**config.mk**
```make
export PLATFORM = sky130hd
export DESIGN_NAME = dcCanceller
export DESIGN_NICKNAME = d
export VERILOG_FILES = /design/src/dcLoopPkg.sv /design/src/dcLoopRegs.sv /design/src/dcErrorDetect.sv /design/src/dcLoopFilter.sv /design/src/dcCanceller.sv
export VERILOG_INCLUDE_DIRS = /design/src
export SDC_FILE = /design/constraint.sdc
export NUM_CORES = 1
export LEC_CHECK = 0
export ABC_AREA = 1
export BUFFER_PORTS_ARGS = -buffer_cell sky130_fd_sc_hd__buf_2
export CAP_MARGIN = 10
export CORE_UTILIZATION = 35
export CTS_BUF_LIST = sky130_fd_sc_hd__clkbuf_8
export CTS_CLUSTER_DIAMETER = 50
export DETAILED_ROUTE_END_ITERATION = 8
export GPL_TIMING_DRIVEN = 0
export SETUP_SLACK_MARGIN = 0.05
export SLEW_MARGIN = 5
export SYNTH_ARGS = -nofsm -noshare
export SYNTH_HDL_FRONTEND = slang
export SYNTH_SLANG_ARGS = --single-unit
```
**constraint.sdc**
```tcl
create_clock -name clk -period 8.63 [get_ports clk]
set_clock_uncertainty 0.1 [all_clocks]
set_input_delay 1.2945 -clock clk [delete_from_list [all_inputs] [get_ports clk]]
set_output_delay 1.2945 -clock clk [all_outputs]
set_load 0.005 [all_outputs]
```
**src/dcLoop_cfg.svh**
```systemverilog
`ifndef DC_LOOP_CFG_SVH
`define DC_LOOP_CFG_SVH

// Data path widths
`define DC_SAMPLE_W 16
`define DC_ERROR_W 34
`define DC_ACCUM_W 40

// Places a 16-bit sample in the top bits of the loop error
`define DC_ERR_SHIFT 18

// Register values after reset
`define DC_LAGEXP_RESET 5'd12
`define DC_LIMIT_RESET 32'h7FFF_0000

`endif

```
**src/dcLoopPkg.sv**
```systemverilog
`default_nettype none

`include "dcLoop_cfg.svh"

package dcLoopPkg;

    // Host command opcodes
    typedef enum logic [1:0] {
        OP_SET_LAGEXP = 2'd0,
        OP_SET_LIMIT  = 2'd1,
        OP_CLEAR      = 2'd2,
        OP_READ_ACCUM = 2'd3
    } hostOp_t;

    typedef struct packed {
        hostOp_t     op;
        logic [31:0] operand;   // lagExp in the low 5 bits, or the full limit
    } hostCmd_t;

    typedef struct packed {
        logic [`DC_ACCUM_W-1:0] readData;
    } hostRsp_t;

    // Four-phase handshake states of the register block
    typedef enum logic [1:0] {
        HS_IDLE      = 2'd0,
        HS_ACK       = 2'd1,
        HS_WAIT_DROP = 2'd2
    } hsState_t;

    typedef struct packed {
        logic [4:0]  lagExp;
        logic [31:0] limit;      // Symmetric clamp, compared against accum[39:8]
        logic        clearAccum; // One-cycle pulse
    } loopCfg_t;

endpackage

`default_nettype wire

```
**src/dcLoopRegs.sv**
```systemverilog
`timescale 1ns/10ps
`default_nettype none

`include "dcLoop_cfg.svh"

module dcLoopRegs (
    input  logic                   clk,
    input  logic                   reset,
    input  logic                   req,
    input  dcLoopPkg::hostCmd_t    cmd,
    output logic                   ack,
    output dcLoopPkg::hostRsp_t    rsp,
    input  logic [`DC_ACCUM_W-1:0] lagAccum,
    output dcLoopPkg::loopCfg_t    cfg
);

    dcLoopPkg::hsState_t state;
    logic [4:0]          lagExp;
    logic [31:0]         limit;
    logic                clearPulse;
    logic                startCmd;

    // A command is performed only on the IDLE to ACK step
    assign startCmd = (state == dcLoopPkg::HS_IDLE) && req;

    always_ff @(posedge clk or posedge reset) begin
        if (reset) begin
            state <= dcLoopPkg::HS_IDLE;
        end else begin
            case (state)
                dcLoopPkg::HS_IDLE: begin
                    if (req)
                        state <= dcLoopPkg::HS_ACK;
                end
                dcLoopPkg::HS_ACK: begin
                    state <= req ? dcLoopPkg::HS_WAIT_DROP : dcLoopPkg::HS_IDLE;
                end
                dcLoopPkg::HS_WAIT_DROP: begin
                    if (!req)
                        state <= dcLoopPkg::HS_IDLE; // ack falls one cycle after req
                end
                default: state <= dcLoopPkg::HS_IDLE;
            endcase
        end
    end

    always_ff @(posedge clk or posedge reset) begin
        if (reset) begin
            lagExp     <= `DC_LAGEXP_RESET;
            limit      <= `DC_LIMIT_RESET;
            clearPulse <= 1'b0;
            rsp        <= '0;
        end else begin
            clearPulse <= 1'b0;
            if (startCmd) begin
                case (cmd.op)
                    dcLoopPkg::OP_SET_LAGEXP: lagExp <= cmd.operand[4:0];
                    dcLoopPkg::OP_SET_LIMIT:  limit <= cmd.operand;
                    dcLoopPkg::OP_CLEAR:      clearPulse <= 1'b1; // High during HS_ACK
                    dcLoopPkg::OP_READ_ACCUM: rsp.readData <= lagAccum;
                endcase
            end
        end
    end

    assign ack = (state != dcLoopPkg::HS_IDLE);

    assign cfg.lagExp     = lagExp;
    assign cfg.limit      = limit;
    assign cfg.clearAccum = clearPulse;

endmodule

`default_nettype wire

```
**src/dcErrorDetect.sv**
```systemverilog
`timescale 1ns/10ps
`default_nettype none

`include "dcLoop_cfg.svh"

module dcErrorDetect (
    input  logic                           clk,
    input  logic                           reset,
    input  logic signed [`DC_SAMPLE_W-1:0] sampleIn,
    input  logic                           sampleValid,
    input  logic [`DC_ACCUM_W-1:0]         lagAccum,
    output logic signed [`DC_SAMPLE_W-1:0] corrected,
    output logic                           correctedValid,
    output logic [`DC_ERROR_W-1:0]         loopError
);

    localparam int ErrW = `DC_ERROR_W;

    logic signed [`DC_SAMPLE_W-1:0] dcEstimate;
    logic signed [ErrW-1:0]         errExt;

    // Top accumulator bits hold the DC estimate in sample units
    assign dcEstimate = lagAccum[`DC_ACCUM_W-1 -: `DC_SAMPLE_W];

    always_ff @(posedge clk or posedge reset) begin
        if (reset) begin
            corrected      <= '0;
            correctedValid <= 1'b0;
        end else begin
            correctedValid <= sampleValid;
            if (sampleValid)
                corrected <= sampleIn - dcEstimate; // Wraps in 16 bits
        end
    end

    // Sign extend, then align so the lag exponent table
    // sees the sample in error[33:18]
    assign errExt    = corrected;
    assign loopError = errExt <<< `DC_ERR_SHIFT;

endmodule

`default_nettype wire

```
**src/dcLoopFilter.sv**
```systemverilog
`timescale 1ns/10ps
`default_nettype none

`include "dcLoop_cfg.svh"

module dcLoopFilter (
    input  logic                   clk,
    input  logic                   reset,
    input  logic                   clkEn,
    input  logic [`DC_ERROR_W-1:0] error,
    input  dcLoopPkg::loopCfg_t    cfg,
    output logic [`DC_ACCUM_W-1:0] lagAccum
);

    // lagExp at which the error enters the accumulator unshifted
    localparam logic [4:0] UnityExp = 5'd25;

    logic signed [`DC_ACCUM_W-1:0] errWide;
    logic signed [`DC_ACCUM_W-1:0] lagError;
    logic [4:0]                    rightAmt;
    logic [4:0]                    leftAmt;
    logic [31:0]                   upperLimit;
    logic [31:0]                   lowerLimit;
    logic [`DC_ACCUM_W-1:0]        sum;

    assign errWide  = {{(`DC_ACCUM_W - `DC_ERROR_W){error[`DC_ERROR_W-1]}}, error};
    assign rightAmt = UnityExp - cfg.lagExp;
    assign leftAmt  = cfg.lagExp - UnityExp;

    // Lag gain, one bit of gain per lagExp step
    always_ff @(posedge clk or posedge reset) begin
        if (reset) begin
            lagError <= '0;
        end else if (cfg.clearAccum) begin
            lagError <= '0;
        end else if (clkEn) begin
            if (cfg.lagExp == 5'd0)
                lagError <= '0;                   // Loop frozen
            else if (cfg.lagExp <= UnityExp)
                lagError <= errWide >>> rightAmt;
            else
                lagError <= errWide <<< leftAmt;
        end
    end

    assign upperLimit = cfg.limit;
    assign lowerLimit = -cfg.limit;
    assign sum        = lagAccum + lagError;

    // Accumulator with symmetric clamp on the top 32 bits
    always_ff @(posedge clk or posedge reset) begin
        if (reset) begin
            lagAccum <= '0;
        end else if (cfg.clearAccum) begin
            lagAccum <= '0;
        end else if (clkEn) begin
            if (!sum[`DC_ACCUM_W-1] && (sum[`DC_ACCUM_W-1:8] >= upperLimit)) begin
                lagAccum <= {upperLimit, 8'h00};
            end else if (sum[`DC_ACCUM_W-1] && (sum[`DC_ACCUM_W-1:8] < lowerLimit)) begin
                lagAccum <= {lowerLimit, 8'hFF};
            end else begin
                lagAccum <= sum;
            end
        end
    end

endmodule

`default_nettype wire

```
**src/dcCanceller.sv**
```systemverilog
`timescale 1ns/10ps
`default_nettype none

`include "dcLoop_cfg.svh"

module dcCanceller (
    input  logic                           clk,
    input  logic                           reset,
    input  logic signed [`DC_SAMPLE_W-1:0] sampleIn,
    input  logic                           sampleValid,
    output logic signed [`DC_SAMPLE_W-1:0] corrected,
    output logic                           correctedValid,
    input  logic                           req,
    input  dcLoopPkg::hostCmd_t            cmd,
    output logic                           ack,
    output dcLoopPkg::hostRsp_t            rsp
);

    logic [`DC_ACCUM_W-1:0] lagAccum;   // Loop state, also the DC estimate source
    logic [`DC_ERROR_W-1:0] loopError;
    dcLoopPkg::loopCfg_t    cfg;

    dcLoopRegs regs (
        .clk      (clk),
        .reset    (reset),
        .req      (req),
        .cmd      (cmd),
        .ack      (ack),
        .rsp      (rsp),
        .lagAccum (lagAccum),
        .cfg      (cfg)
    );

    dcErrorDetect errDet (
        .clk            (clk),
        .reset          (reset),
        .sampleIn       (sampleIn),
        .sampleValid    (sampleValid),
        .lagAccum       (lagAccum),
        .corrected      (corrected),
        .correctedValid (correctedValid),
        .loopError      (loopError)
    );

    // Filter steps once per corrected sample
    dcLoopFilter loopFilt (
        .clk      (clk),
        .reset    (reset),
        .clkEn    (correctedValid),
        .error    (loopError),
        .cfg      (cfg),
        .lagAccum (lagAccum)
    );

endmodule

`default_nettype wire

```
# Yosys cells after proc, flatten, opt, wreduce, memory -nomap -nowiden
# Index checks and enable logic that the tools add are counted.
# totals
inputBits,54
rom_bits,0
mem_count,0
latchBits,0
mem_bits_rw,0
reg_bits,177
# classes
n_mul,0
reduce_logical,13
add_sub_neg,5
shifts,2
magnitude_cmp,3
n_bitwise,0
muxes,14
eq_ne,7
n_div,0
# ops
cell,count
$mux W40,8
$add A40 B40 Y40,1
$sshl A34 B5 Y40,1
$sshr A34 B5 Y40,1
$ge A32 B32 Y1,1
$lt A32 B32 Y1,1
$neg A32 Y32,1
$sub A16 B16 Y16,1
$reduce_and A2 Y1,4
$eq A2 B2 Y1 const B,3
$mux W2,3
$pmux W2 S3,1
$le A5 B5 Y1 const B,1
$logic_not A5 Y1,1
$sub A5 B5 Y5 const A,1
$sub A5 B5 Y5 const B,1
$eq A2 B1 Y1 const B,2
$logic_not A2 Y1,2
$ne A2 B2 Y1 const B,2
$reduce_bool A2 Y1,2
$logic_and A1 B1 Y1,3
$mux W1,2
$logic_not A1 Y1,1

# Longest topological paths before layout
# logic_depth
ltp_word,7
depth_mapped,29
depth_no_buf,28

# By module
# Synthesis repeated with hierarchy kept, for this count alone.
# hier_totals
hier_cells,3055
hier_area_um2,18575.3
# modules_own_cells
mod,n_inst,area_each_um2,seq_area_each_um2,cells_per_inst
dcLoopFilter,1,13329.0,2001.9,2396
dcLoopRegs,1,3388.2,2023.2,360
dcErrorDetect,1,1858.0,425.4,299

# Worst setup path after synthesis
# No wires, ideal clock.
# synth_timing
path_kind,reg2reg
start,register loopFilt.lagAccum[0]
end,register loopFilt.lagAccum[39]
synth_period_minus_slack_ps,3499
slack_ps,5131
arrival_ps,3272
stages_incl_launch_ff,24
n_path_buf,1
setup_time_ps,127
path_cell_list,dfrtp_1 > ha_1 > inv_1 > fa_1 > inv_1 > nand3_1 > nand2_1 > nand2_1 > nand2_1 > nand3_1 > nand2_1 > nand2_1 > nand2_1 > xor2_1 > ha_1 > nand2_1 > o21ai_0 > a21oi_1 > nand2_1 > a21oi_1 > clkbuf_1 > nand3_1 > nand3_1 > o21ai_0
# synth_via
elab_chain_len,7
word_cells_on_any_way,10
classes_between,add/sub: 1; order compare: 2; mux: 4; reduce/logical: 3
# synth_lines
item,line,rtl
start: declaration,dcLoopFilter.sv:12,output logic [`DC_ACCUM_W-1:0] lagAccum
start signal: assignment,dcLoopFilter.sv:58,"lagAccum <= {upperLimit, 8'h00};"
start signal: assignment,dcLoopFilter.sv:60,"lagAccum <= {lowerLimit, 8'hFF};"
start signal: assignment,dcLoopFilter.sv:62,lagAccum <= sum;
$add A40 B40 Y40 *,dcLoopFilter.sv:48,assign sum = lagAccum + lagError;
$lt A32 B32 Y1,dcLoopFilter.sv:59,end else if (sum[`DC_ACCUM_W-1] && (sum[`DC_ACCUM_W-1:8] < lowerLimit)) begin
$logic_and A1 B1 Y1,dcLoopFilter.sv:59,
$mux W40,dcLoopFilter.sv:59,
$mux W40 *,dcLoopFilter.sv:57,if (!sum[`DC_ACCUM_W-1] && (sum[`DC_ACCUM_W-1:8] >= upperLimit)) begin
$mux W40 *,dcLoopFilter.sv:56,end else if (clkEn) begin
$mux W40 *,dcLoopFilter.sv:54,end else if (cfg.clearAccum) begin
# Mark *: on every way between the ends. The rest lies on a longest branch, timed or not. The select of a mux whose other input is x is not followed.
# A chain may end at the register's enable or synchronous reset.

# Worst setup path in the final report
# layout_timing
start,register loopFilt.lagError[0]
end,register loopFilt.lagAccum[38]
# layout_via
elab_chain_len,7
word_cells_on_any_way,10
classes_between,add/sub: 1; order compare: 2; mux: 4; reduce/logical: 3
# layout_lines
item,line,rtl
start: declaration,dcLoopFilter.sv:19,logic signed [`DC_ACCUM_W-1:0] lagError;
start signal: assignment,dcLoopFilter.sv:40,lagError <= errWide >>> rightAmt;
start signal: assignment,dcLoopFilter.sv:42,lagError <= errWide <<< leftAmt;
$add A40 B40 Y40 *,dcLoopFilter.sv:48,
$lt A32 B32 Y1,dcLoopFilter.sv:59,
$logic_and A1 B1 Y1,dcLoopFilter.sv:59,
$mux W40,dcLoopFilter.sv:59,
$mux W40 *,dcLoopFilter.sv:57,
$mux W40 *,dcLoopFilter.sv:56,
$mux W40 *,dcLoopFilter.sv:54,
# Marks and branches as above.

==> results.cfg <==
[run_status]
status = completed

[yosys]
syn_nets = 2543
syn_avg_cell_area_sq_um = 6.48
netlist.area_leader.share = 0.261
syn-cell-area_sq_um = 15300
async_reset_ff_frac = 1.00
ys_seq_area_frac = 0.290
yosys-top-cells-count = 761 x nand2_1, 263 x inv_1, 258 x nor2_1, 188 x o21ai_0, 160 x dfrtp_1
synth_top_cell_by_area = dfrtp_1
synth_ff_type = dfrtp_1
synth.area.top_cells = dfrtp_1 26%, nand2_1 19%, ha_1 10%
synth_edf_count = 0
yosysMostFrequentCell = nand2_1
synthCells = 2365
ys_types = 49
ys_ff_latch = 177
yosys_warnings = 0

[die]
die_w_um = 211
die_h_um = 211
start_util = 0.355
dieArea_sq_um = 44600
core_sq_um = 43200
ioPinCount = 112
rows = 76

[clock_network]
tritoncts = yes
ctsHoldBuffers = 0
clock_sinks = 177
clkSlewWorstSetupHoldPaths_ns = 0.11
cts_max_level = 4
cts-resized-gates = 0
clockBufferDepth = 2
post_cts_buffers = 0
clock_latency_ns = 0.56
cts-root-buf = clkbuf_8
numCtsBuffers = 17

[detailed_routing]
dr.first_iter.drc_count = 1531
dr.pass1.iters = 6
ant_nets = 0
drt-vias-per-instance = 5.13
wl_mm = 55.3
drc_errors = 0
wl_per_cell_um = 17.9
vias = 15900

[worst_setup_path]
endpoint_kind = flop
required_ns = 9.00
start_kind = flop
cp_max_fo = 10
cp_data_arrival_time_ns = 5.93
crit_type = flop to flop

[power_and_ir_drop]
p_per_area_nw_per_um2 = 450
ir_drop_mv = 0.156
p_leak_nw = 9.14

[sta]
whs_ns = 0.354
timing.fmax_ghz = 0.180
finalMaxSlewViolations = 0
final.period_utilization = 0.644
slew_headroom = 0.315
fin_crit_ns = 5.56
worstMarginPinSlew_ns = 1.02
rsz0062_at_grt = no
hold_violations = 0
setup-tns-final_ns = 0
setup_viol = 0

[global_route]
grt_pass1_wl_mm = 84.6
antenna_found_initial = 0
grtUsageTotal = 0.252
grt_overflow = 0
grt_pass1_vias = 14900
grt_max_degree = 102

[final_layout]
stdcell_area_sq_um = 17100
area_delta_synth_final_pct = 11.4
fin_util = 0.395
antennaDiodeCount = 0
drive_gt1_frac = 0.0949
nets = 2674

[placed_design]
port_buffers = 111
dp.final_hpwl_mm = 46.5
placed_area_sq_um = 16600
finalWeightedCongestion = 0.958

[flow_run]
drv_cap = 0

[min_path]
hold_path.class = flop to flop
==> per-stage QoR <==
stage / power (W) / worst slack [ns] / std cells
final: 0.00768 / 3.07 / 3094
after CTS: 0.00766 / 3.24 / 3094
after global routing: 0.00847 / 2.80 / 3094
after global placement: 0.00691 / 0.238 / 3061
after detailed placement: 0.00699 / 3.27 / 3062
after floorplan: 0.00529 / 2.46 / 2365
==> worst max-delay path: stages, from the launching register on <==
cell and delay (ns):
dfrtp_1 0.38, ha_1 0.28, inv_1 0.08, fa_1 0.39, inv_1 0.20, nand3_1 0.09, nand2_1 0.27, a21oi_1 0.18
o21ai_0 0.63, nand2_1 0.21, nand3_1 0.13, nand2_1 0.15, ha_1 0.24, a21oi_1 0.12, o21ai_0 0.13, a21oi_1 0.18
nand2_1 0.07, a21oi_1 0.57, nand3_1 0.39, buf_2 0.32, nand2_1 0.08, nand3_1 0.08, nand2_1 0.12, nand2_1 0.06
==> sequential cells by signal, indices dropped and copies added (netlist names) <==
| signal | count |
|---|---|
| errDet.correctedValid | 1 |
| loopFilt.lagAccum | 40 |
| regs.clearPulse | 1 |
| loopFilt.lagError | 40 |
| regs.limit | 32 |
| regs.lagExp | 5 |
| regs.state | 2 |
| regs.rsp | 40 |
| errDet.corrected | 16 |
==> final timing paths <==
kind	from	end	slack, ns	cells past startpoint
worst max-delay path	loopFilt.lagError[0]$_DFFE_PP0P_	loopFilt.lagAccum[38]$_DFFE_PP0P_	3.07	23
worst min-delay path	regs.state[1]$_DFFE_PP0P_	regs.state[1]$_DFFE_PP0P_	0.35	1
worst max register to register	loopFilt.lagError[0]$_DFFE_PP0P_	loopFilt.lagAccum[38]$_DFFE_PP0P_	3.07	23
worst min register to register	regs.state[1]$_DFFE_PP0P_	regs.state[1]$_DFFE_PP0P_	0.35	1
max in group asynchronous	reset	loopFilt.lagError[12]$_DFFE_PP0P_	6.83	3
min in group asynchronous	reset	regs.limit[31]$_DFFE_PP0P_	0.66	2
==> final cells by class <==
cell class / instances / area (sq um)
buffer: 70 / 319
clock buffer: 17 / 234
clock inverter: 15 / 189
fill: 4791 / 26100
inverter: 275 / 1040
multi-input combinational: 1843 / 9520
sequential: 177 / 4450
tap: 585 / 732
timing repair buffer: 112 / 583
==> placed cells by master, fill, tap and decap left out, drive strengths merged <==
cell / Yosys / routed
a32o: 1 / 1
xor2: 40 / 40
nand4: 30 / 30
ha: 122 / 122
o22ai: 4 / 4
nand3: 162 / 162
o21bai: 14 / 14
xnor2: 14 / 14
a22o: 1 / 1
mux2i: 7 / 7
nor2: 266 / 266
mux2: 17 / 17
inv: 273 / 280
o31ai: 4 / 4
a21oi: 136 / 136
a21o: 9 / 9
a31oi: 3 / 3
o21a: 8 / 8
a22oi: 1 / 1
clkbuf: 47 / 64
o21ai: 199 / 199
and2: 1 / 1
fa: 2 / 2
a21boi: 1 / 1
dfrtp: 160 / 160
clkinv: 2 / 9
o221ai: 4 / 4
o211ai: 5 / 5
nand2: 767 / 767
or2: 4 / 4
buf: 23 / 135
bufinv: 0 / 1
a211oi: 4 / 4
nor3: 10 / 10
nor4: 7 / 7
dfstp: 17 / 17
==> where the power goes <==
part / switching [W] / internal [W] / leakage (nW)
clock: 0.000381 / 0.000247 / 0.214
combinational: 0.00364 / 0.00185 / 6.74
sequential: 0.000370 / 0.00119 / 2.18
total: 0.00439 / 0.00329 / 9.14
==> cells by family (layout without fill, tap and decap cells) <==
family	count (synthesis)	in the layout	synth area share
adder cells (fa/ha/maj)	124	124	0.102
XOR/XNOR	54	54	0.0309
buffers and inverters	345	489	0.0882
flip-flops	177	177	0.290
AO/OA/AOI/OAI	394	394	0.139
multiplexers	24	24	0.0171
AND/OR/NAND/NOR	1247	1247	0.332
==> layer usage <==
metal  wire length [um]  global-route usage  up-vias
li1                   -                   -     7921
met1              26800               0.368     7412
met2              24000               0.387      471
met3               3270              0.0317       57
met4               1130              0.0730        0
met5                  0                   0        -
Note: power is estimated with default switching activity, not from simulation.
